--- src/source/samplerz_defines.svh ---
// widths and q16.16 constants for the gaussian sampler
// sigma and ln2 constants rounded to nearest lsb
`ifndef SAMPLERZ_DEFINES_SVH
`define SAMPLERZ_DEFINES_SVH

// ======================================================================
// widths
// ======================================================================
`define SZ_FX_W          32  // every fixed-point word
`define SZ_FRAC_W        16  // fraction bits of q16.16
`define SZ_INT_W         16  // integer sample width
`define SZ_RAND_W        72  // base sampler random word
`define SZ_RCDT_N        18  // reverse cdf entries
`define SZ_EXP_LUT_BITS  5   // fraction bits into exp2 table

// ======================================================================
// q16.16 constants
// ======================================================================
// sigma_min per parameter set
`define SZ_SIGMA_MIN_512        32'sd83744   // 1.277833697
`define SZ_SIGMA_MIN_1024       32'sd85084   // 1.298280334

// sigma_max = 1.8205
`define SZ_INV_SMAX_SQR_DIV_2   32'sd9887    // 0.150865049

`define SZ_INV_LN2              32'sd94548   // 1.442695041

// rand_val_i to dout_val_o / request_rand_o
`define SZ_ATTEMPT_LAT  7

`endif
--- src/source/samplerz_pkg.sv ---
// shared types for the sampler datapath
// reverse cdf thresholds and 2^(-k/32) table
`default_nettype none

`include "samplerz_defines.svh"

package samplerz_pkg;

  typedef logic signed [`SZ_FX_W-1:0]  fx_t;    // signed q16.16
  typedef logic signed [`SZ_INT_W-1:0] zint_t;  // integer sample
  typedef logic [`SZ_RAND_W-1:0]       rand_t;
  typedef logic [15:0]                 prob_t;  // unsigned q0.16

  // ====================================================================
  // reverse cdf of the half gaussian, three 24-bit limbs per entry
  // ====================================================================
  localparam rand_t RCDT [`SZ_RCDT_N] = '{
    {24'd10745844, 24'd3068844,  24'd3741698},
    {24'd5559083,  24'd1580863,  24'd8248194},
    {24'd2260429,  24'd13669192, 24'd2736639},
    {24'd708981,   24'd4421575,  24'd10046180},
    {24'd169348,   24'd7122675,  24'd4136815},
    {24'd30538,    24'd13063405, 24'd7650655},
    {24'd4132,     24'd14505003, 24'd7826148},
    {24'd417,      24'd16768101, 24'd11363290},
    {24'd31,       24'd8444042,  24'd8086568},
    {24'd1,        24'd12844466, 24'd265321},
    {24'd0,        24'd1232676,  24'd13644283},
    {24'd0,        24'd38047,    24'd9111839},
    {24'd0,        24'd870,      24'd6138264},
    {24'd0,        24'd14,       24'd12545723},
    {24'd0,        24'd0,        24'd3104126},
    {24'd0,        24'd0,        24'd28824},
    {24'd0,        24'd0,        24'd198},
    {24'd0,        24'd0,        24'd1}
  };

  // ====================================================================
  // 2^(-k/32) in q0.16, entry 0 saturates at all ones
  // ====================================================================
  localparam prob_t EXP2_LUT [1 << `SZ_EXP_LUT_BITS] = '{
    16'd65535, 16'd64132, 16'd62757, 16'd61413,
    16'd60097, 16'd58809, 16'd57549, 16'd56315,
    16'd55109, 16'd53928, 16'd52773, 16'd51642,
    16'd50535, 16'd49452, 16'd48393, 16'd47356,
    16'd46341, 16'd45348, 16'd44376, 16'd43425,
    16'd42495, 16'd41584, 16'd40693, 16'd39821,
    16'd38968, 16'd38133, 16'd37316, 16'd36516,
    16'd35734, 16'd34968, 16'd34219, 16'd33486
  };

endpackage

`default_nettype wire

--- src/source/exponent_calc.sv ---
// rejection exponent for one attempt
// x = ((z - r)^2 * isp_sqr_div_2) - z0^2 / (2 sigma_max^2), clamped at 0
`timescale 1ns/100ps
`default_nettype none

`include "samplerz_defines.svh"

module exponent_calc (
  input  wire                 clk,
  input  wire                 rst_i,
  input  wire                 cand_val_i,
  input  samplerz_pkg::zint_t z_i,
  input  samplerz_pkg::fx_t   z0_sqr_i,
  input  wire  [7:0]          rand_8_i,
  input  samplerz_pkg::fx_t   r_i,
  input  samplerz_pkg::fx_t   isp_sqr_div_2_i,
  output logic                x_val_o,
  output samplerz_pkg::fx_t   x_o,
  output samplerz_pkg::zint_t z_o,
  output logic [7:0]          rand_8_o
);

  logic [2:0]          val_q;          // one bit per stage
  samplerz_pkg::zint_t z_d [3];
  logic [7:0]          rand_8_d [3];

  samplerz_pkg::fx_t   d_q;            // z - r
  samplerz_pkg::fx_t   z0_sqr_q;
  logic signed [63:0]  d_sqr_full;
  logic signed [63:0]  t2_full;
  samplerz_pkg::fx_t   d_sqr_q;
  samplerz_pkg::fx_t   t2_q;           // z0^2 term
  logic signed [63:0]  t1_full;
  samplerz_pkg::fx_t   t1;
  samplerz_pkg::fx_t   x_diff;
  samplerz_pkg::fx_t   x_q;

  always_ff @(posedge clk) begin
    if (rst_i) val_q <= '0;
    else       val_q <= {val_q[1:0], cand_val_i};
  end

  // z and rand_8 ride along
  always_ff @(posedge clk) begin
    z_d[0]      <= z_i;
    z_d[1]      <= z_d[0];
    z_d[2]      <= z_d[1];
    rand_8_d[0] <= rand_8_i;
    rand_8_d[1] <= rand_8_d[0];
    rand_8_d[2] <= rand_8_d[1];
  end

  // ====================================================================
  // stage 1, z - r
  // ====================================================================
  always_ff @(posedge clk) begin
    d_q      <= samplerz_pkg::fx_t'({z_i, {`SZ_FRAC_W{1'b0}}}) - r_i;
    z0_sqr_q <= z0_sqr_i;
  end

  // ====================================================================
  // stage 2, squares
  // ====================================================================
  assign d_sqr_full = d_q * d_q;
  assign t2_full    = z0_sqr_q * samplerz_pkg::fx_t'(`SZ_INV_SMAX_SQR_DIV_2);

  always_ff @(posedge clk) begin
    d_sqr_q <= d_sqr_full[`SZ_FX_W+`SZ_FRAC_W-1:`SZ_FRAC_W];  // >>> 16
    t2_q    <= t2_full[`SZ_FX_W+`SZ_FRAC_W-1:`SZ_FRAC_W];
  end

  // ====================================================================
  // stage 3, scale, subtract, clamp
  // ====================================================================
  assign t1_full = d_sqr_q * isp_sqr_div_2_i;
  assign t1      = t1_full[`SZ_FX_W+`SZ_FRAC_W-1:`SZ_FRAC_W];
  assign x_diff  = t1 - t2_q;

  always_ff @(posedge clk) begin
    x_q <= x_diff[`SZ_FX_W-1] ? '0 : x_diff;   // negative x -> 0
  end

  assign x_val_o  = val_q[2];
  assign x_o      = x_q;
  assign z_o      = z_d[2];
  assign rand_8_o = rand_8_d[2];

endmodule

`default_nettype wire

--- config.mk ---
export PLATFORM = sky130hd
export DESIGN_NAME = exponent_calc
export DESIGN_NICKNAME = d
export VERILOG_FILES = /design/src/source/samplerz_pkg.sv /design/src/source/exponent_calc.sv
export VERILOG_INCLUDE_DIRS = /design/src /design/src/source
export SDC_FILE = /design/constraint.sdc
export NUM_CORES = 2
export LEC_CHECK = 0
export BUFFER_PORTS_ARGS = -buffer_cell sky130_fd_sc_hd__buf_2
export CAP_MARGIN = 5
export CORE_MARGIN = 10
export CORE_UTILIZATION = 40
export DETAILED_ROUTE_END_ITERATION = 8
export GPL_ROUTABILITY_DRIVEN = 0
export PLACE_DENSITY_LB_ADDON = 0.3
export RECOVER_POWER = 25
export SETUP_SLACK_MARGIN = 0.02
export SLEW_MARGIN = 20
export SYNTH_ARGS = -nofsm -noshare
export SYNTH_HDL_FRONTEND = slang
export SYNTH_SLANG_ARGS = --single-unit
--- constraint.sdc ---
create_clock -name clk -period 14.5 [get_ports clk]
set_input_delay 2.9 -clock clk [delete_from_list [all_inputs] [get_ports clk]]
set_output_delay 2.9 -clock clk [all_outputs]
set_load 0.005 [all_outputs]
* After elaboration in Yosys (flattened, before gate mapping)
Memories as Yosys holds them, arrays and structs flattened.
Index checks and enable logic that the tools add are counted.
** Operators by class
- Add/sub/neg operators :: 2
- Multiply operators :: 3
** Operators by type and width (number)
- multiplier 32 x 32 -> 48 bit :: 2
- multiplier 32 x 15 -> 47 bit, second input constant :: 1
- subtractor 32 x 31 -> 32 bit :: 1
- subtractor 32 bit :: 1
** Storage, ports and cells
- Logic and storage cells :: 14
- Flip-flop bits (word level) :: 162
- Memories :: 2
- Input port bits :: 123
- Memory bits (writable) :: 72
- Output and inout port bits :: 57
** Memory list
- z_d :: words 3, width 16, rd ports 3, clocked after memory_dff 0, wr ports 3, line exponent_calc.sv:24 : samplerz_pkg::zint_t z_d [3];
- rand_8_d :: words 3, width 8, rd ports 3, clocked after memory_dff 0, wr ports 3, line exponent_calc.sv:25 : logic [7:0] rand_8_d [3];

* Longest topological paths before layout
- Depth in word-level cells :: 2
- Depth in mapped cells :: 39

* Worst setup path after synthesis
OpenSTA, ideal clock, no wires.
- Kind :: input -> register
- From :: in isp_sqr_div_2_i[18]
- To :: reg x_q[26] (netlist: x_o[26])
- Arrival :: 11528 ps
- Stages :: 33
- Setup slack :: 2886 ps
- Data required time :: 14414 ps
- Path buffers :: 3
- Cell sequence :: clkbuf_1 clkbuf_1 nand2_1 fa_1 fa_1 inv_1 fa_1 fa_1 fa_1 fa_1 fa_1 fa_1 ha_1 and2_1 o2111ai_1 a21oi_1 o2111ai_2 a31oi_4 a31oi_4 a21boi_1 a21oi_1 ha_1 a21o_1 a21o_1 a21oi_1 nor2_1 a2111oi_0 a21boi_1 nor2_1 o21ai_0 a21o_1 buf_6 a221oi_2
** On the way
- Word-level cells in the longest chain between the ends :: 2
** Ends and longest elaborated chain
- from (decl) :: line exponent_calc.sv:16 : input samplerz_pkg::fx_t isp_sqr_div_2_i,
- multiplier 32 x 32 -> 48 bit :: line exponent_calc.sv:75 : assign t1_full = d_sqr_q * isp_sqr_div_2_i;
- subtractor 32 x 31 -> 32 bit :: line exponent_calc.sv:77 : assign x_diff = t1 - t2_q;
- to (signal assigned) :: line exponent_calc.sv:80 : x_q <= x_diff[`SZ_FX_W-1] ? '0 : x_diff;
- to (decl) :: line exponent_calc.sv:36 : samplerz_pkg::fx_t x_q;
No other way between the ends.
A chain may end at the register's enable or synchronous reset.

* Worst setup path after layout
- From :: in isp_sqr_div_2_i[8]
- To :: reg x_q[3] (netlist: x_o[3])
The elaborated chain is that of the path after synthesis.

==> flow_summary.ini <==
[clock_network]
clock_tree.root_cell = clkbuf_16
clk_pin_slew_ps = 60
numClockSinks = 233
cts_made_buffers = 27
clock_path_buffers = 3
post_cts_resized = 0
cts_tree = built
cts_setup_buffers = 0
cts_hold_buf = 0
htreeDepth = 1
clock_latency_ps = 600

[synth]
synth_top_flop_cell = dfxtp_1
yosysSeqAreaShare_pct = 6.66
synth_area_per_cell_um2 = 9.63
postSynthCellCount = 7280
ys_ff_latch = 233
mappedNetlistNets = 9768
synth_edf_count = 0
yosys_warnings = 0
synth_area_mm2 = 0.0701
synthDistinctLibCells = 76
async_reset_ff_share_pct = 0

[detailed_routing]
initialDrtViolationCount = 2721
drt-total-wl_um = 180000
first_pass_iters = 5
wl_per_cell_um = 18.8
ant_nets = 0
via_per_inst = 4.81
vias = 46200
post-route-drc-count = 0

[sta]
tns_ps = 0
rsz0062_at_grt = false
hold_violations = 0
max_slew_margin_pct = 23.7
worst_slack_ps = 1770
slew_viol_final = 0
report.final.setup_viol = 0
finalClockSkew_ps = 12.2
finalCritPeriodShare_pct = 87.8
worst_pin_slew_ps = 1140
fin_crit_ps = 12730
max_freq_mhz = 78.6

[grt]
gr-total-overflow = 0
grt_pass1_vias = 53200
antenna_found_initial = 14
grt_pass1_wl_um = 296000
grt.total_usage_pct = 19.3
grt_max_degree = 37

[final_layout]
drive_above_1_share_pct = 4.41
layoutNonFillerInstCount = 9605
layout_commonest_cell = inv_1
final_core_util_pct = 42.6
area_delta_synth_final_pct = 5.67
final_cell_mix = 2147 x inv_1, 1831 x fa_1, 704 x and2_1
nets = 9746

[place]
dp_hpwl_um = 149000
pre_cts_ws_ps = 1100
dp_cells = 9554
numPortBuffers = 178

[setup_path]
crit_fanout = 32
cpPeakStageDelay_ps = 670
crit_slowest_cell = buf_2
required_ps = 15000
cp.arrival_ps = 13230
crit_top_cell = fa_1
end_kind = flip-flop
startpoint_type = primary input
worstReg2RegStart = d_sqr_q[15]$_DFF_P_
path_class = primary input to flip-flop
crit_path_start = isp_sqr_div_2_i[8]

[floorplan]
die_w_um = 439
dieArea_mm2 = 0.192
die_h_um = 439
io_pins = 180
num_rows = 153
core_area_mm2 = 0.174
start_util_pct = 40.3

[status]
status = finished clean

[min_path]
min_path_type = flip-flop to flip-flop
min_from = rand_8_d[0][10]$_DFF_P_

[flow_run]
maxCapViolCount = 0
[worst paths after layout]
| check | end | slack [ps] | cells past startpoint |
|---|---|---|---|
| min | rand_8_d[0][18]$_DFF_P_ | 320 | 0 |
| min reg2reg | rand_8_d[0][18]$_DFF_P_ | 320 | 0 |
| max | x_o[3]$_SDFF_PP0_ | 1770 | 31 |
| max reg2reg | x_o[3]$_SDFF_PP0_ | 3680 | 30 |
[cells by family (layout without fill, tap and decap cells)]
family | after synthesis | after routing | share of synthesized area [%]
buffers and inverters | 2433 | 2431 | 13.2
adder cells (fa/ha/maj) | 2365 | 2365 | 61.8
AND/OR/NAND/NOR | 1649 | 1649 | 11.9
AO/OA/AOI/OAI | 383 | 383 | 3.70
flip-flops | 233 | 233 | 6.66
XOR/XNOR | 213 | 213 | 2.66
multiplexers | 3 | 3 | 0.0446
other | 1 | 3 | 0.00535
[cell usage after synthesis (4+ instances only)]
cell       instances  share of area (%)
a2111oi_0          5              0.062
a211o_1            5              0.062
a211oi_1          11               0.12
a21o_1            66               0.71
a21oi_1          122               0.87
a221oi_1           6              0.075
a31oi_1           11              0.098
and2_1           704                6.3
and3_1            14               0.12
and4_1             4              0.050
buf_2              4              0.029
buf_4             25               0.27
clkbuf_1         251                1.3
dfxtp_1          233                6.7
fa_1            1831                 52
ha_1             534                9.5
inv_1           2147                 12
nand2_1          654                3.5
nand2b_1          37               0.33
nand3_1           19               0.14
nand4_1           10              0.089
nor2_1           130               0.70
nor2b_1           38               0.34
nor3_1            19               0.14
o2111ai_1          7              0.087
o211ai_1           8              0.086
o21a_1            21               0.22
o21ai_0           51               0.36
o21ai_1            4              0.029
o21bai_1          15               0.16
o31ai_1            7              0.075
or2_2              6              0.054
or3_1              4              0.036
xnor2_1          157                2.0
xor2_1            56               0.70
[critical path, delay by kind of cell]
kind / cells / cell delay (ps)
AO/OA/AOI/OAI: 15 / 4180
adder cells (fa/ha/maj): 10 / 4780
buffers and inverters: 2 / 730
AND/OR/NAND/NOR: 4 / 600
[flip-flops by register name, indices dropped and copies added (netlist names)]
name,flops
d_sqr_q,32
d_q,32
z_d,48
t2_q,31
x_o,31
rand_8_d,24
val_q,3
z0_sqr_q,32
[layout make-up]
type	instances	area, um2
clock inverters	12	126
inverters	2149	8070
repair buffers	233	1300
flip-flops and latches	233	4680
clock buffers	37	783
fillers	17000	100000
diodes	2	5.00
well taps	2325	2910
multi-input cells	4614	56200
[through the flow]
stage | cell area [um2] | hold slack [ps]
global route | 74000 | 327
global placement | 73100 | 310
detailed placement | 73100 | 312
floorplan | 70100 | 310
finish | 74100 | 317
CTS | 74000 | 322
[per-layer routing]
layer  part of all wire [%]  wire [um]  vias to the layer above  track usage, %
li1                       -          -                    20600               -
met1                     43      77700                    24000            26.0
met2                     48      87500                     1261            33.0
met3                    5.6      10200                      263            2.44
met4                    2.8       5000                        8            4.84
met5                  0.020         36                        -               0
Power is left out: the tool's default activity adds up to more than one toggle a clock period on the data nets, which glitch-free logic cannot reach.
