==> config.mk <==
export PLATFORM = sky130hd
export DESIGN_NAME = center_prep
export DESIGN_NICKNAME = d
export VERILOG_FILES = /design/src/source/samplerz_pkg.sv /design/src/source/center_prep.sv
export VERILOG_INCLUDE_DIRS = /design/src /design/src/source
export SDC_FILE = /design/constraint.sdc
export NUM_CORES = 1
export LEC_CHECK = 0
export BUFFER_PORTS_ARGS = -buffer_cell sky130_fd_sc_hd__buf_2
export CAP_MARGIN = 25
export CORE_ASPECT_RATIO = 0.75
export CORE_MARGIN = 1.5
export CORE_UTILIZATION = 45
export CTS_BUF_LIST = sky130_fd_sc_hd__clkbuf_8 sky130_fd_sc_hd__clkbuf_16
export CTS_CLUSTER_SIZE = 24
export DETAILED_ROUTE_END_ITERATION = 6
export PLACE_DENSITY = 0.67
export SLEW_MARGIN = 20
export SYNTH_ARGS = -nofsm -noshare
export SYNTH_HDL_FRONTEND = slang
export SYNTH_SLANG_ARGS = --single-unit
export TNS_END_PERCENT = 5
==> constraint.sdc <==
create_clock -name clk -period 13.7 [get_ports clk]
set_clock_uncertainty 0.15 [all_clocks]
set_input_delay 2.74 -clock clk [delete_from_list [all_inputs] [get_ports clk]]
set_output_delay 2.74 -clock clk [all_outputs]
set_load 0.005 [all_outputs]
==> src/source/samplerz_defines.svh <==
// widths and q16.16 constants for the gaussian sampler
// sigma and ln2 constants rounded to nearest lsb
`ifndef SAMPLERZ_DEFINES_SVH
`define SAMPLERZ_DEFINES_SVH

// ======================================================================
// widths
// ======================================================================
`define SZ_FX_W          32  // every fixed-point word
`define SZ_FRAC_W        16  // fraction bits of q16.16
`define SZ_INT_W         16  // integer sample width
`define SZ_RAND_W        72  // base sampler random word
`define SZ_RCDT_N        18  // reverse cdf entries
`define SZ_EXP_LUT_BITS  5   // fraction bits into exp2 table

// ======================================================================
// q16.16 constants
// ======================================================================
// sigma_min per parameter set
`define SZ_SIGMA_MIN_512        32'sd83744   // 1.277833697
`define SZ_SIGMA_MIN_1024       32'sd85084   // 1.298280334

// sigma_max = 1.8205
`define SZ_INV_SMAX_SQR_DIV_2   32'sd9887    // 0.150865049

`define SZ_INV_LN2              32'sd94548   // 1.442695041

// rand_val_i to dout_val_o / request_rand_o
`define SZ_ATTEMPT_LAT  7

`endif
==> src/source/samplerz_pkg.sv <==
// shared types for the sampler datapath
// reverse cdf thresholds and 2^(-k/32) table
`default_nettype none

`include "samplerz_defines.svh"

package samplerz_pkg;

  typedef logic signed [`SZ_FX_W-1:0]  fx_t;    // signed q16.16
  typedef logic signed [`SZ_INT_W-1:0] zint_t;  // integer sample
  typedef logic [`SZ_RAND_W-1:0]       rand_t;
  typedef logic [15:0]                 prob_t;  // unsigned q0.16

  // ====================================================================
  // reverse cdf of the half gaussian, three 24-bit limbs per entry
  // ====================================================================
  localparam rand_t RCDT [`SZ_RCDT_N] = '{
    {24'd10745844, 24'd3068844,  24'd3741698},
    {24'd5559083,  24'd1580863,  24'd8248194},
    {24'd2260429,  24'd13669192, 24'd2736639},
    {24'd708981,   24'd4421575,  24'd10046180},
    {24'd169348,   24'd7122675,  24'd4136815},
    {24'd30538,    24'd13063405, 24'd7650655},
    {24'd4132,     24'd14505003, 24'd7826148},
    {24'd417,      24'd16768101, 24'd11363290},
    {24'd31,       24'd8444042,  24'd8086568},
    {24'd1,        24'd12844466, 24'd265321},
    {24'd0,        24'd1232676,  24'd13644283},
    {24'd0,        24'd38047,    24'd9111839},
    {24'd0,        24'd870,      24'd6138264},
    {24'd0,        24'd14,       24'd12545723},
    {24'd0,        24'd0,        24'd3104126},
    {24'd0,        24'd0,        24'd28824},
    {24'd0,        24'd0,        24'd198},
    {24'd0,        24'd0,        24'd1}
  };

  // ====================================================================
  // 2^(-k/32) in q0.16, entry 0 saturates at all ones
  // ====================================================================
  localparam prob_t EXP2_LUT [1 << `SZ_EXP_LUT_BITS] = '{
    16'd65535, 16'd64132, 16'd62757, 16'd61413,
    16'd60097, 16'd58809, 16'd57549, 16'd56315,
    16'd55109, 16'd53928, 16'd52773, 16'd51642,
    16'd50535, 16'd49452, 16'd48393, 16'd47356,
    16'd46341, 16'd45348, 16'd44376, 16'd43425,
    16'd42495, 16'd41584, 16'd40693, 16'd39821,
    16'd38968, 16'd38133, 16'd37316, 16'd36516,
    16'd35734, 16'd34968, 16'd34219, 16'd33486
  };

endpackage

`default_nettype wire

==> src/source/center_prep.sv <==
// center preparation for the sampler
// latches mu and sigma values, forms floor(mu), r and ccs in two cycles
`timescale 1ns/100ps
`default_nettype none

`include "samplerz_defines.svh"

module center_prep (
  input  wire                 clk,
  input  wire                 rst_i,
  input  wire                 din_val_i,
  input  samplerz_pkg::fx_t   mu_i,
  input  samplerz_pkg::fx_t   inv_sigma_prime_i,
  input  samplerz_pkg::fx_t   isp_sqr_div_2_i,
  input  wire                 falcon_type_i,
  output samplerz_pkg::zint_t mu_floor_o,
  output samplerz_pkg::fx_t   r_o,
  output samplerz_pkg::fx_t   ccs_o,
  output samplerz_pkg::fx_t   isp_sqr_div_2_o
);

  logic                prep_val_q;     // second cycle of the center load
  samplerz_pkg::fx_t   mu_q;
  samplerz_pkg::fx_t   isp_q;          // inv_sigma_prime
  samplerz_pkg::fx_t   isp_sqr_q;
  logic                falcon_type_q;
  samplerz_pkg::fx_t   sigma_min;
  logic signed [63:0]  ccs_prod;       // q32.32 product
  samplerz_pkg::zint_t floor_q;
  samplerz_pkg::fx_t   r_q;
  samplerz_pkg::fx_t   ccs_q;

  // ====================================================================
  // cycle 1, latch inputs
  // ====================================================================
  always_ff @(posedge clk) begin
    if (rst_i) prep_val_q <= 1'b0;
    else       prep_val_q <= din_val_i;
  end

  always_ff @(posedge clk) begin
    if (din_val_i) begin
      mu_q          <= mu_i;
      isp_q         <= inv_sigma_prime_i;
      isp_sqr_q     <= isp_sqr_div_2_i;
      falcon_type_q <= falcon_type_i;
    end
  end

  // ====================================================================
  // cycle 2, floor / fraction split and ccs
  // ====================================================================
  assign sigma_min = falcon_type_q ? `SZ_SIGMA_MIN_1024 : `SZ_SIGMA_MIN_512;
  assign ccs_prod  = sigma_min * isp_q;

  always_ff @(posedge clk) begin
    if (prep_val_q) begin
      floor_q <= mu_q[`SZ_FX_W-1:`SZ_FRAC_W];   // integer bits are already floor
      r_q     <= {{(`SZ_FX_W-`SZ_FRAC_W){1'b0}}, mu_q[`SZ_FRAC_W-1:0]};
      ccs_q   <= ccs_prod[`SZ_FX_W+`SZ_FRAC_W-1:`SZ_FRAC_W];  // back to q16.16
    end
  end

  assign mu_floor_o      = floor_q;
  assign r_o             = r_q;
  assign ccs_o           = ccs_q;
  assign isp_sqr_div_2_o = isp_sqr_q;

endmodule

`default_nettype wire

* Yosys cells after proc, flatten, opt, wreduce, memory -nomap -nowiden
Cells that the tools add are included.
** Word-level totals
- Bits in registers :: 162
- Input bits :: 100
- Output and inout bits :: 112
- Word-level logic and storage cells :: 10
** Operators by class
- Multiply operators :: 1
- Mux-type cells :: 1
** Operator list (count)
- $mul 18x32->48 :: 1
- $mux 12 :: 1

* Longest topological paths before layout
- Depth in word-level cells :: 2
- Gate-level depth with buffers :: 26
- Gate-level depth less buffers :: 23

* Least setup slack after synthesis
Ideal clock, no wire load.
- Kind :: register -> register
- From :: register falcon_type_q
- To :: register ccs_q[25], in the netlist ccs_o[25] (data pin)
- Setup time :: 0.266 ns
- Data arrival time :: 6.147 ns
- Required time :: 13.284 ns
- Slack :: 7.137 ns
- Stages on the path, launching flop included :: 25
- Path buffers :: 3
- Clock period less this slack :: 6.563 ns
- Path through :: edfxtp_1 > clkbuf_1 > clkbuf_1 > clkbuf_1 > nor2_1 > or2_2 > ha_1 > inv_1 > fa_1 > fa_1 > inv_1 > fa_1 > fa_1 > inv_1 > fa_1 > inv_1 > ha_1 > a21o_1 > a21o_1 > a21oi_1 > o221ai_1 > a21o_1 > a221oi_4 > nor4b_1 > or3b_1
** Between the ends
- Longest elaborated chain between the ends :: 2
** RTL lines
- from (decl) :: line center_prep.sv:26 : logic falcon_type_q;
- from (signal assigned) :: line center_prep.sv:46 : falcon_type_q <= falcon_type_i;
- $mux 12 (no source line)
- $mul 18x32->48 :: line center_prep.sv:54 : assign ccs_prod = sigma_min * isp_q;
- via ccs_prod[41] :: line center_prep.sv:28 : logic signed [63:0] ccs_prod;
- to (signal assigned) :: line center_prep.sv:60 : ccs_q <= ccs_prod[`SZ_FX_W+`SZ_FRAC_W-1:`SZ_FRAC_W];
- to (decl) :: line center_prep.sv:31 : samplerz_pkg::fx_t ccs_q;
The timed path passes the listed nets, and every way through them passes these cells.
A chain may end at the register's enable or synchronous reset.

* Final worst setup path
Ends and elaborated chain as after synthesis.

==> reports/qor.txt <==
Outcome - finished, final reports clean
Core area - 36,100 sq um
Synthesized flop and latch total - 162
Die H - 169 um
Max Root-Sink Buffers - 2
Critical path's largest stage delay - 0.56 ns
Largest net degree at the start of global routing - 84
Flop2flop setup slack - 6.79 ns
CTS Root Cell - clkbuf_16
Worst-Margin Slew - 0.911 ns
Starting Density - 0.460
FMAX - 0.145 GHz
Routed vias - 10,300
HP Start - mu_q[7]$_DFFE_PP_
Post-Syn Area - 16,600 sq um
Critical path endpoint category - flip-flop
Fin crit share - 0.505
Synth Flop Type - edfxtp_1
Number of global-route vias before repair - 10,900
Maxcap violations - 0
First-pass GRT wire length - 61,700 um
GRT overflow - 0
WP buf/inv - 4
Fin util - 0.518
Layout cell share with drive strength beyond 1 - 0.161
CP top delay family - adder cells
Post CTS Setup Buffer Count - 0
Synth Area per Inst - 11.5 sq um
Gpl congestion - 0.946
Netlist cell types - 63
CP required - 13.74 ns
CP cell instances - buf_4, and2_1, nor3_1, or2_2, fa_1, fa_1, inv_1, fa_1, fa_1, inv_1, fa_1, inv_1, ha_1, a21o_1, a21o_1, a21oi_1, o221ai_1, a21o_1, a221oi_4, nor4b_1, or3b_1
Async set-reset flop share out of synthesis - 0
Area leader, netlist - fa_1
Net count, final - 2,220
Row count - 60
Antenna Nets Post-Route - 0
Post-synthesis sequential area ratio - 0.292
Startpoint Class - flip-flop
Synth warn - 0
Worst R2R Path Depth - 21
DR vias/cell - 4.76
Min Tclk post-route - 6.91 ns
Post-synth top area share - 0.306
Max transition margin - 0.393
Gate Count Post-Synth - 1,446
Post-cts gate resize count - 0
Hold_buf cts - 0
WHS Endpoint - r_o[7]$_DFFE_PP_
Largest fanout on the critical path - 83
Reg-to-Reg Start - falcon_type_q$_DFFE_PP_
Drt total wl - 38,100 um
Slowest CP cell - fa_1
Post-route DRC - 0
EDFF count, synth - 161
Placed instance area - 18,200 sq um
Fin. max-slew vios - 0
Chip Width - 225 um
CTS tree - yes
CTS buffer count - 17
WL/cell - 17.5 um
Die ar. - 38,100 sq um
Ant diodes - 0
Hold Path Cell Cnt - 0
Fin area - 18,700 sq um
Synthesis-to-finish area growth - 12.8%
Initial drt markers - 579
Worst skew pair latency - 0.46 ns
Top-level port count - 212
H-Tree Depth - 4
Final hold viol count - 0
Initial antenna violation count - 0
Sum Neg Setup Slack - 0 ns
HP Class - flip-flop to flip-flop
Port Buf Inserts - 195
Final setup fails - 0
Most common cell on crit path - fa_1
Initial DRT Pass Iterations - 5
GRT Total Usage - 0.217
Setup CP Type - flip-flop to flip-flop
RSZ-0062 raised after global routing - no
Crit path DAT - 6.95 ns
R2R Path End - ccs_o[25]$_DFFE_PP_
CTS Sinks - 162
Worst-path clk slew - 0.08 ns
Hpwl dp - 32,100 um
Top cells by area, synth - fa_1 (31%), edfxtp_1 (29%), ha_1 (15%), inv_1 (8.2%), xnor2_1 (1.5%)
registers in the layout, indices dropped and copies added (netlist names):
signal / count
mu_q: 32
mu_floor_o: 16
prep_val_q: 1
ccs_o: 32
isp_sqr_div_2_o: 32
isp_q: 32
r_o: 16
falcon_type_q: 1
cell usage in the layout, fill, tap and decap left out, types with 7 or more instances in the layout:
cell type | netlist | final
or2_2 | 27 | 27
nand2b_1 | 12 | 12
o21ai_0 | 15 | 15
o21bai_1 | 8 | 8
clkbuf_16 | 0 | 17
fa_1 | 254 | 254
xnor2_1 | 28 | 28
a21o_1 | 21 | 21
xor2_1 | 20 | 20
nor2_1 | 54 | 54
conb_1 | 2 | 57
and2_1 | 21 | 21
inv_1 | 364 | 364
ha_1 | 200 | 200
nand2_1 | 50 | 50
and3_1 | 14 | 14
edfxtp_1 | 161 | 161
a21oi_1 | 39 | 39
nor3_1 | 9 | 9
buf_2 | 2 | 194
nor2b_1 | 25 | 25
nand3_1 | 7 | 7
worst max path at each step:
stage	startpoint	to	slack (ns)	cells after the start
2_1_floorplan	falcon_type_q$_DFFE_PP_	ccs_o[25]$_DFFE_PP_	7.14	24
3_3_place_gp	falcon_type_q$_DFFE_PP_	ccs_o[25]$_DFFE_PP_	6.90	22
3_5_place_dp	falcon_type_q$_DFFE_PP_	ccs_o[29]$_DFFE_PP_	6.82	22
4_1_cts	falcon_type_q$_DFFE_PP_	ccs_o[29]$_DFFE_PP_	6.77	22
5_1_grt	falcon_type_q$_DFFE_PP_	ccs_o[31]$_DFFE_PP_	6.37	22
6_report	falcon_type_q$_DFFE_PP_	ccs_o[25]$_DFFE_PP_	6.79	21
stage by stage:
| stage | hold WS [ns] | setup WS [ns] | instances |
|---|---|---|---|
| after global routing | 0.264 | 6.37 | 2175 |
| after global placement | 0.250 | 6.90 | 2143 |
| after CTS | 0.258 | 6.77 | 2175 |
| final | 0.262 | 6.79 | 2175 |
| after detailed placement | 0.255 | 6.82 | 2143 |
| after floorplan | 0.250 | 7.14 | 1501 |
layer usage:
layer | up-vias | global-route usage | share of wire
met4 | 0 | 0.0388 | 0.0063
met1 | 5048 | 0.340 | 0.49
li1 | 4919 | - | -
met3 | 13 | 0.0857 | 0.11
met5 | - | 0 | 0
met2 | 369 | 0.279 | 0.39
synth_stat cells (3+ instances only):
cell	number
and3_1	14
nor2_1	54
buf_4	16
nor2b_1	25
xor2_1	20
a21o_1	21
xnor2_1	28
nand2_1	50
o31ai_1	3
edfxtp_1	161
and2_1	21
or2_2	27
nand4_1	5
nor3_1	9
o22ai_1	3
a21o_2	3
nand3_1	7
a21oi_1	39
a211oi_1	5
o21ai_1	5
o21ai_0	15
a221oi_1	3
inv_1	364
clkbuf_1	29
fa_1	254
nand2b_1	12
o21bai_1	8
ha_1	200
cell type report:
| type | count | area [sq um] |
|---|---|---|
| multi-input combinational | 924 | 10300 |
| sequential | 162 | 4860 |
| inverter | 364 | 1370 |
| timing repair buffer | 197 | 993 |
| fill | 3179 | 17400 |
| clock buffer | 17 | 425 |
| clock inverter | 15 | 140 |
| tap | 496 | 621 |
logic make-up after synthesis:
| family | count (synthesis) | synth area share |
|---|---|---|
| adders and majority gates | 454 | 0.457 |
| buffers and inverters | 415 | 0.0986 |
| and+or+nand+nor | 237 | 0.0744 |
| DFF | 162 | 0.292 |
| AOI/OAI and AO/OA | 127 | 0.0511 |
| xor gates and xnor gates | 48 | 0.0253 |
| other | 2 | 0.000452 |
| muxes | 1 | 0.000603 |
Power is left out: the tool's default activity adds up to more than one toggle a clock period on the data nets, which glitch-free logic cannot reach.
