$ cat src/source/samplerz_defines.svh
// widths and q16.16 constants for the gaussian sampler
// sigma and ln2 constants rounded to nearest lsb
`ifndef SAMPLERZ_DEFINES_SVH
`define SAMPLERZ_DEFINES_SVH

// ======================================================================
// widths
// ======================================================================
`define SZ_FX_W          32  // every fixed-point word
`define SZ_FRAC_W        16  // fraction bits of q16.16
`define SZ_INT_W         16  // integer sample width
`define SZ_RAND_W        72  // base sampler random word
`define SZ_RCDT_N        18  // reverse cdf entries
`define SZ_EXP_LUT_BITS  5   // fraction bits into exp2 table

// ======================================================================
// q16.16 constants
// ======================================================================
// sigma_min per parameter set
`define SZ_SIGMA_MIN_512        32'sd83744   // 1.277833697
`define SZ_SIGMA_MIN_1024       32'sd85084   // 1.298280334

// sigma_max = 1.8205
`define SZ_INV_SMAX_SQR_DIV_2   32'sd9887    // 0.150865049

`define SZ_INV_LN2              32'sd94548   // 1.442695041

// rand_val_i to dout_val_o / request_rand_o
`define SZ_ATTEMPT_LAT  7

`endif
$ cat src/source/samplerz_pkg.sv
// shared types for the sampler datapath
// reverse cdf thresholds and 2^(-k/32) table
`default_nettype none

`include "samplerz_defines.svh"

package samplerz_pkg;

  typedef logic signed [`SZ_FX_W-1:0]  fx_t;    // signed q16.16
  typedef logic signed [`SZ_INT_W-1:0] zint_t;  // integer sample
  typedef logic [`SZ_RAND_W-1:0]       rand_t;
  typedef logic [15:0]                 prob_t;  // unsigned q0.16

  // ====================================================================
  // reverse cdf of the half gaussian, three 24-bit limbs per entry
  // ====================================================================
  localparam rand_t RCDT [`SZ_RCDT_N] = '{
    {24'd10745844, 24'd3068844,  24'd3741698},
    {24'd5559083,  24'd1580863,  24'd8248194},
    {24'd2260429,  24'd13669192, 24'd2736639},
    {24'd708981,   24'd4421575,  24'd10046180},
    {24'd169348,   24'd7122675,  24'd4136815},
    {24'd30538,    24'd13063405, 24'd7650655},
    {24'd4132,     24'd14505003, 24'd7826148},
    {24'd417,      24'd16768101, 24'd11363290},
    {24'd31,       24'd8444042,  24'd8086568},
    {24'd1,        24'd12844466, 24'd265321},
    {24'd0,        24'd1232676,  24'd13644283},
    {24'd0,        24'd38047,    24'd9111839},
    {24'd0,        24'd870,      24'd6138264},
    {24'd0,        24'd14,       24'd12545723},
    {24'd0,        24'd0,        24'd3104126},
    {24'd0,        24'd0,        24'd28824},
    {24'd0,        24'd0,        24'd198},
    {24'd0,        24'd0,        24'd1}
  };

  // ====================================================================
  // 2^(-k/32) in q0.16, entry 0 saturates at all ones
  // ====================================================================
  localparam prob_t EXP2_LUT [1 << `SZ_EXP_LUT_BITS] = '{
    16'd65535, 16'd64132, 16'd62757, 16'd61413,
    16'd60097, 16'd58809, 16'd57549, 16'd56315,
    16'd55109, 16'd53928, 16'd52773, 16'd51642,
    16'd50535, 16'd49452, 16'd48393, 16'd47356,
    16'd46341, 16'd45348, 16'd44376, 16'd43425,
    16'd42495, 16'd41584, 16'd40693, 16'd39821,
    16'd38968, 16'd38133, 16'd37316, 16'd36516,
    16'd35734, 16'd34968, 16'd34219, 16'd33486
  };

endpackage

`default_nettype wire

$ cat src/source/bernoulli_accept.sv
// bernoulli trial with probability ccs * exp(-x)
// exp(-x) = 2^(-t), t = x / ln2, table on the fraction and shift on the integer
`timescale 1ns/100ps
`default_nettype none

`include "samplerz_defines.svh"

module bernoulli_accept (
  input  wire                 clk,
  input  wire                 rst_i,
  input  wire                 x_val_i,
  input  samplerz_pkg::fx_t   x_i,
  input  samplerz_pkg::zint_t z_i,
  input  wire  [7:0]          rand_8_i,
  input  samplerz_pkg::fx_t   ccs_i,
  output logic                decision_val_o,
  output logic                accept_o,
  output samplerz_pkg::zint_t z_o
);

  logic signed [63:0]          t_full;
  samplerz_pkg::fx_t           t;
  logic                        s1_val_q;
  logic [`SZ_INT_W-1:0]        s_q;     // integer part of t, shift amount
  logic [`SZ_EXP_LUT_BITS-1:0] k_q;     // table index
  samplerz_pkg::zint_t         z_q1;
  logic [7:0]                  rand_8_q1;

  samplerz_pkg::prob_t         lut_val;
  logic [47:0]                 ccs_prod;
  logic [31:0]                 p_base;
  logic [31:0]                 p;
  logic                        accept_d;

  logic                        decision_val_q;
  logic                        accept_q;
  samplerz_pkg::zint_t         z_q2;

  always_ff @(posedge clk) begin
    if (rst_i) begin
      s1_val_q       <= 1'b0;
      decision_val_q <= 1'b0;
    end else begin
      s1_val_q       <= x_val_i;
      decision_val_q <= s1_val_q;
    end
  end

  // ====================================================================
  // stage 1, t = x / ln2, x is never negative here
  // ====================================================================
  assign t_full = x_i * samplerz_pkg::fx_t'(`SZ_INV_LN2);
  assign t      = t_full[`SZ_FX_W+`SZ_FRAC_W-1:`SZ_FRAC_W];

  always_ff @(posedge clk) begin
    s_q       <= t[`SZ_FX_W-1:`SZ_FRAC_W];
    k_q       <= t[`SZ_FRAC_W-1:`SZ_FRAC_W-`SZ_EXP_LUT_BITS];   // top fraction bits
    z_q1      <= z_i;
    rand_8_q1 <= rand_8_i;
  end

  // ====================================================================
  // stage 2, p = (ccs * 2^(-k/32)) >> s, then compare
  // ====================================================================
  assign lut_val  = samplerz_pkg::EXP2_LUT[k_q];
  assign ccs_prod = $unsigned(ccs_i) * lut_val;   // ccs is positive
  assign p_base   = ccs_prod[47:`SZ_FRAC_W];
  assign p        = (|s_q[`SZ_INT_W-1:4]) ? '0 : (p_base >> s_q[3:0]);  // s >= 16 gives 0
  assign accept_d = {16'b0, rand_8_q1, 8'b0} < p;

  always_ff @(posedge clk) begin
    accept_q <= accept_d;
    z_q2     <= z_q1;
  end

  assign decision_val_o = decision_val_q;
  assign accept_o       = accept_q;
  assign z_o            = z_q2;

endmodule

`default_nettype wire

$ cat config.mk
export PLATFORM = sky130hd
export DESIGN_NAME = bernoulli_accept
export DESIGN_NICKNAME = d
export VERILOG_FILES = /design/src/source/samplerz_pkg.sv /design/src/source/bernoulli_accept.sv
export VERILOG_INCLUDE_DIRS = /design/src /design/src/source
export SDC_FILE = /design/constraint.sdc
export NUM_CORES = 2
export LEC_CHECK = 0
export BUFFER_PORTS_ARGS = -buffer_cell sky130_fd_sc_hd__buf_2
export CORE_UTILIZATION = 40
export DETAILED_ROUTE_END_ITERATION = 12
export PLACE_DENSITY = 0.53
export SLEW_MARGIN = 20
export SYNTH_ARGS = -nofsm -noshare
export SYNTH_HDL_FRONTEND = slang
export SYNTH_SLANG_ARGS = --single-unit
$ cat constraint.sdc
create_clock -name clk -period 25.5 [get_ports clk]
set_input_delay 7.65 -clock clk [delete_from_list [all_inputs] [get_ports clk]]
set_output_delay 7.65 -clock clk [all_outputs]
set_load 0.005 [all_outputs]
== Yosys cells after proc, flatten, opt, wreduce, memory -nomap -nowiden ==
Memories as Yosys holds them, arrays and structs flattened.
Index checks and enable logic that the tools add are counted.

* $lt $le $gt $ge: 2
* Reduce and logical (&&, ||, !) cells: 1
* Muxes and demuxes: 3
* Multiply operators: 2
* Bitwise operators: 1
* Shift operators: 1

{| class="wikitable"
|+ Operators by type and width
! cell !! number
|-
| 32-bit by 16-bit multiplier with 48-bit output || 1
|-
| 32-bit by 16-bit multiplier with 46-bit output (second input constant) || 1
|-
| 16-bit by 32-bit less-than comparator with 1-bit output || 1
|-
| 16-bit two-way mux || 2
|-
| 32-bit two-way mux || 1
|-
| 32-bit by 4-bit right shift with 32-bit output || 1
|-
| 12-bit OR reduction || 1
|-
| 6-bit greater-or-equal comparator (second input constant) || 1
|-
| 5-bit NOT with 6-bit output || 1
|}

* Word-level logic and storage cells: 19
* Register bits after elaboration: 64
* Output and inout port bits: 18
* Memory bits (read-only): 512
* Memories: 1

{| class="wikitable"
|+ Memory list
! name !! depth !! width !! read ports !! clocked after Yosys merged registers in !! write ports !! RTL line !! source
|-
| (name not given) || 32 || 16 || 1 || 0 || 0 || bernoulli_accept.sv:65 || <nowiki>assign lut_val = samplerz_pkg::EXP2_LUT[k_q];</nowiki>
|}

== Depth between registers and ports, before layout ==
* Depth after elaboration: 8
* Mapped depth: 50
* Depth with buffers taken out: 47

== Worst setup path after synthesis ==
No wires, ideal clock.

* Path kind: input port to flip-flop
* Start point: input port ccs_i[21]
* End point: register accept_q, in the netlist accept_o
* Setup time: 74 ps
* Setup slack: 9,950 ps
* Stages on the path: 36
* Arrival time: 15,476 ps
* Cell sequence: clkbuf_1 > nand2_1 > fa_1 > inv_1 > fa_1 > fa_1 > fa_1 > fa_1 > inv_1 > fa_1 > inv_1 > ha_1 > clkbuf_1 > and2_1 > nand3_1 > nand2b_1 > nor4_1 > nand2_1 > a31oi_1 > and4bb_2 > mux4_2 > a2111o_1 > o211ai_1 > ha_1 > a21oi_1 > nor2b_1 > o21ai_0 > nand2b_1 > a21oi_1 > nor2b_1 > o21ai_0 > nand2b_1 > a21o_1 > nor2_1 > a211oi_2 > a31oi_1

* Longest elaborated chain between the ends: 4

{| class="wikitable"
|+ Ends and longest elaborated chain
! element !! RTL line !! source
|-
| start: declaration || bernoulli_accept.sv:15 || <nowiki>input samplerz_pkg::fx_t ccs_i,</nowiki>
|-
| 32-bit by 16-bit multiplier with 48-bit output || bernoulli_accept.sv:66 || <nowiki>assign ccs_prod = $unsigned(ccs_i) * lut_val;</nowiki>
|-
| 32-bit by 4-bit right shift with 32-bit output || bernoulli_accept.sv:68 || <nowiki>assign p = (|s_q[`SZ_INT_W-1:4]) ? '0 : (p_base >> s_q[3:0]);</nowiki>
|-
| 32-bit two-way mux || bernoulli_accept.sv:68 ||
|-
| 16-bit by 32-bit less-than comparator with 1-bit output || bernoulli_accept.sv:69 || <nowiki>assign accept_d = {16'b0, rand_8_q1, 8'b0} < p;</nowiki>
|-
| via accept_d || bernoulli_accept.sv:33 || <nowiki>logic accept_d;</nowiki>
|-
| end signal: assignment || bernoulli_accept.sv:72 || <nowiki>accept_q <= accept_d;</nowiki>
|-
| end: declaration || bernoulli_accept.sv:36 || <nowiki>logic accept_q;</nowiki>
|}

The timed path passes the listed nets, and every way through them passes these cells.
A chain may end at the register's enable or synchronous reset.

== Worst setup path after layout ==
* Start point: input port ccs_i[17]
* End point: register accept_q, in the netlist accept_o

Same word-level chain as after synthesis.

==> metrics.log <==
INFO  metric clock_transition_at_the_register_clock_pins_on_the_worst_setup_and_hold_paths_after_cts = 0.06 ns
INFO  metric startpoint = ccs_i[17]
INFO  metric port_buffers = between 100 and 150
INFO  metric synth_enable_flop_cells = 0
INFO  metric crit_path_max_delay_cell_type = sky130_fd_sc_hd__mux4_2
INFO  metric post_synth_inst_count = 3,167
INFO  metric dp.cells = a little over 4k
INFO  metric critical_path.startpoint_type = input port
INFO  metric synth.area.top_cells = sky130_fd_sc_hd__fa_1, sky130_fd_sc_hd__ha_1, sky130_fd_sc_hd__inv_1, sky130_fd_sc_hd__nand2_1, sky130_fd_sc_hd__dfxtp_1
INFO  metric worstSetupEndpointType = flop
INFO  metric antenna_found_initial = 2
INFO  metric status = finished, final reports clean
INFO  metric mappedNetlistNets = 4,182
INFO  metric total_count_of_hold_check_failures_in_the_final_report = 0
INFO  metric nets = around 4.2k
INFO  metric layout.filler_cells = 6,928
INFO  metric worst_clock_skew = 0.00782 ns
INFO  metric layout-area-overhead-vs-synth = 6.38%
INFO  metric drc = 0
INFO  metric cts_hold_repair.buffers = 0
INFO  metric synth_largest_type_area_fraction = between 40 and 50%
INFO  metric post_synth_num_cell_types = ~90
INFO  metric cp_max_fo = 14
INFO  metric slew_viol_final = 0
INFO  metric die_footprint = 0.0710 mm^2
INFO  metric cell_accounting_for_the_most_synthesized_area = sky130_fd_sc_hd__fa_1
INFO  metric reg2reg_from = k_q[1]$_DFF_P_
INFO  metric initial_utilization = between 40% and 50%
INFO  metric design.core.area = ~0.069 mm^2
INFO  metric drive_gt1_share = 5.92%
INFO  metric pre_cts_ws = 8.97 ns
INFO  metric drt-pass1-iter-count = 5
INFO  metric layout_setup_ws = ~9 ns
INFO  metric crit_path_max_incr_delay = around 0.55 ns
INFO  metric crit_arrival = roughly 17 ns
INFO  metric timing.setup.critical_path_class = input port to flop
INFO  metric setup_repair_after_global_routing_missed_its_margin = no
INFO  metric cp.required = ~26 ns
INFO  metric grt_max_degree = 34
INFO  metric hpwlAfterDp = 61,100 um
INFO  metric synth.cell_area = about 0.028 mm^2
INFO  metric clockRootBuffer = sky130_fd_sc_hd__clkbuf_16
INFO  metric synth_seq_cells = 64
INFO  metric die_height = ~270 um
INFO  metric antenna_violating_nets_post_route = 0
INFO  metric detail_route.vias_per_cell = around 5.0
INFO  metric setup_viol_count_final = 0
INFO  metric post_cts.resized_instances = 0
INFO  metric postSynthAreaPerCell = approximately 8.8 um^2
INFO  metric period_needed = between 15 and 20 ns
INFO  metric holdCritPathClass = flop to flop
INFO  metric post_synth_top_flop = sky130_fd_sc_hd__dfxtp_1
INFO  metric final.period_utilization = between 60% and 70%
INFO  metric cts_made_buffers = 9
INFO  metric detail_route.iter0.violations = ~960
INFO  metric relative_max_transition_margin = around a fifth
INFO  metric rows = 96
INFO  metric io_pins = 109
INFO  metric cts-root-to-sink-buffers = 2
INFO  metric die_width = approximately 270 um
INFO  metric routed_wire_length_per_instance = between 15 and 20 um
INFO  metric worst_tran_pin_value = ~1.2 ns
INFO  metric share_of_flip_flops_with_an_asynchronous_set_or_reset = 0%
INFO  metric groute.usage.overall = 21.9%
INFO  metric first_pass_grt_wire_length = 123,000 um
INFO  metric total_via_count_after_detailed_routing = roughly 21k
INFO  metric num_antenna_cells = 0
INFO  metric gp_routability_congestion = 0.943
INFO  metric wirelength = around 74,000 um
INFO  metric fmax = ~60 MHz
INFO  metric grt_pass1_vias = about 23k
INFO  metric min_from = z_q1[15]$_DFF_P_
INFO  metric post_cts.repair.setup_buffers = 0
INFO  metric clock-sinks = 64
INFO  metric ys_seq_area_share = 4.58%
INFO  metric final_cell_count_no_fill = about 4.1k
INFO  metric drv_cap = 0
INFO  metric htree_levels = 3
INFO  metric clkLatencyLatePin = 0.32 ns
INFO  metric tritoncts = done
INFO  metric yosys_warnings = 0
INFO  metric global_route.overflow_total = 0
INFO  metric fin_tns_setup = 0 ns
-- logic make-up after synthesis --
| group | count (synthesis) | synth area share, % |
|---|---|---|
| flip-flops | 64 | 4.58 |
| AO/OA/AOI/OAI | 335 | 8.19 |
| multiplexers | 29 | 1.38 |
| adder cells (fa/ha/maj) | 925 | 57.4 |
| buffers and inverters | 955 | 12.9 |
| AND/OR/NAND/NOR | 796 | 13.6 |
| XOR/XNOR | 63 | 1.97 |
-- placed cells by master (no fill, tap or decap), drive strengths merged, types with 13 or more instances in the layout --
master	count
xnor2	45
inv	836
ha	328
dfxtp	64
nor2b	26
nand4	14
a211oi	23
a21oi	87
o21ai	60
nand2b	15
mux2i	16
fa	596
and2	172
a21o	36
xor2	18
nor2	123
a31oi	13
nor3	29
buf	129
nand2	344
o21a	13
nand3	28
o211ai	20
-- critical path, delay by kind of cell --
| family | cells | cell delay (ns) |
|---|---|---|
| xor+xnor | 1 | 0.18 |
| mux | 1 | 0.55 |
| compound gates | 14 | 2.55 |
| fa+ha+maj | 8 | 3.53 |
| buf+inv | 7 | 0.89 |
| simple gates | 8 | 1.11 |
-- area by class of cell --
type / count / area [um^2] / area share [%]
sequential: 64 / 1280 / 4.31
inverter: 838 / 3150 / 10.6
timing repair buffer: 129 / 698 / 2.35
clock inverter: 6 / 68.8 / 0.231
clock buffer: 10 / 229 / 0.770
multi-input combinational: 2148 / 23200 / 77.9
tap: 931 / 1160 / 3.92
-- cell usage after synthesis (6+ instances only) --
library cell,instances
sky130_fd_sc_hd__nand3_1,28
sky130_fd_sc_hd__a31oi_1,13
sky130_fd_sc_hd__o31ai_1,8
sky130_fd_sc_hd__a221oi_1,6
sky130_fd_sc_hd__nor4_1,8
sky130_fd_sc_hd__dfxtp_1,64
sky130_fd_sc_hd__or3_1,10
sky130_fd_sc_hd__mux2_2,7
sky130_fd_sc_hd__xnor2_1,45
sky130_fd_sc_hd__nand2b_1,15
sky130_fd_sc_hd__and2_1,170
sky130_fd_sc_hd__ha_1,328
sky130_fd_sc_hd__fa_1,596
sky130_fd_sc_hd__o21ai_0,55
sky130_fd_sc_hd__nand2_1,344
sky130_fd_sc_hd__o211ai_1,20
sky130_fd_sc_hd__mux2i_1,15
sky130_fd_sc_hd__o21bai_1,9
sky130_fd_sc_hd__o21a_1,13
sky130_fd_sc_hd__a211oi_1,21
sky130_fd_sc_hd__xor2_1,18
sky130_fd_sc_hd__mux4_2,6
sky130_fd_sc_hd__inv_1,835
sky130_fd_sc_hd__nor3_1,28
sky130_fd_sc_hd__clkbuf_1,108
sky130_fd_sc_hd__a21o_1,36
sky130_fd_sc_hd__and3_1,8
sky130_fd_sc_hd__nor2b_1,26
sky130_fd_sc_hd__nor2_1,122
sky130_fd_sc_hd__a21oi_1,87
sky130_fd_sc_hd__nand4_1,14
-- state kept, by name (all words and copies together), names as in the netlist --
register,count
rand_8_q1,8
z_q1,16
z_o,16
s1_val_q,1
k_q,5
s_q,16
accept_o,1
decision_val_o,1
-- metrics by stage --
step	hold WS [ns]	instance area, um^2	util, %
4_1_cts	0.318	29700	43.2
5_1_grt	0.327	29700	43.2
3_5_place_dp	0.312	29400	42.8
6_report	0.314	29700	43.2
2_1_floorplan	0.310	28000	-
3_3_place_gp	0.310	29400	42.8
-- final timing paths --
check                           cells past startpoint          endpoint  slack (ns)
worst max-delay path                               39  accept_o$_DFF_P_        9.25
worst max register to register                     41  accept_o$_DFF_P_       14.27
worst min register to register                      0   z_o[15]$_DFF_P_        0.31
worst min-delay path                                0   z_o[15]$_DFF_P_        0.31
-- metal layers --
metal  global-route usage [%]  routed length [um]  part of all wire (%)
met1                     28.6               31700                    43
met4                     4.18                1310                   1.8
met3                     1.53                2660                   3.6
met2                     39.6               37900                    51
met5                        0                   0                     0
Power is not shown: default switching activity piles up to over one toggle a cycle in this logic, so the estimate is an artifact.
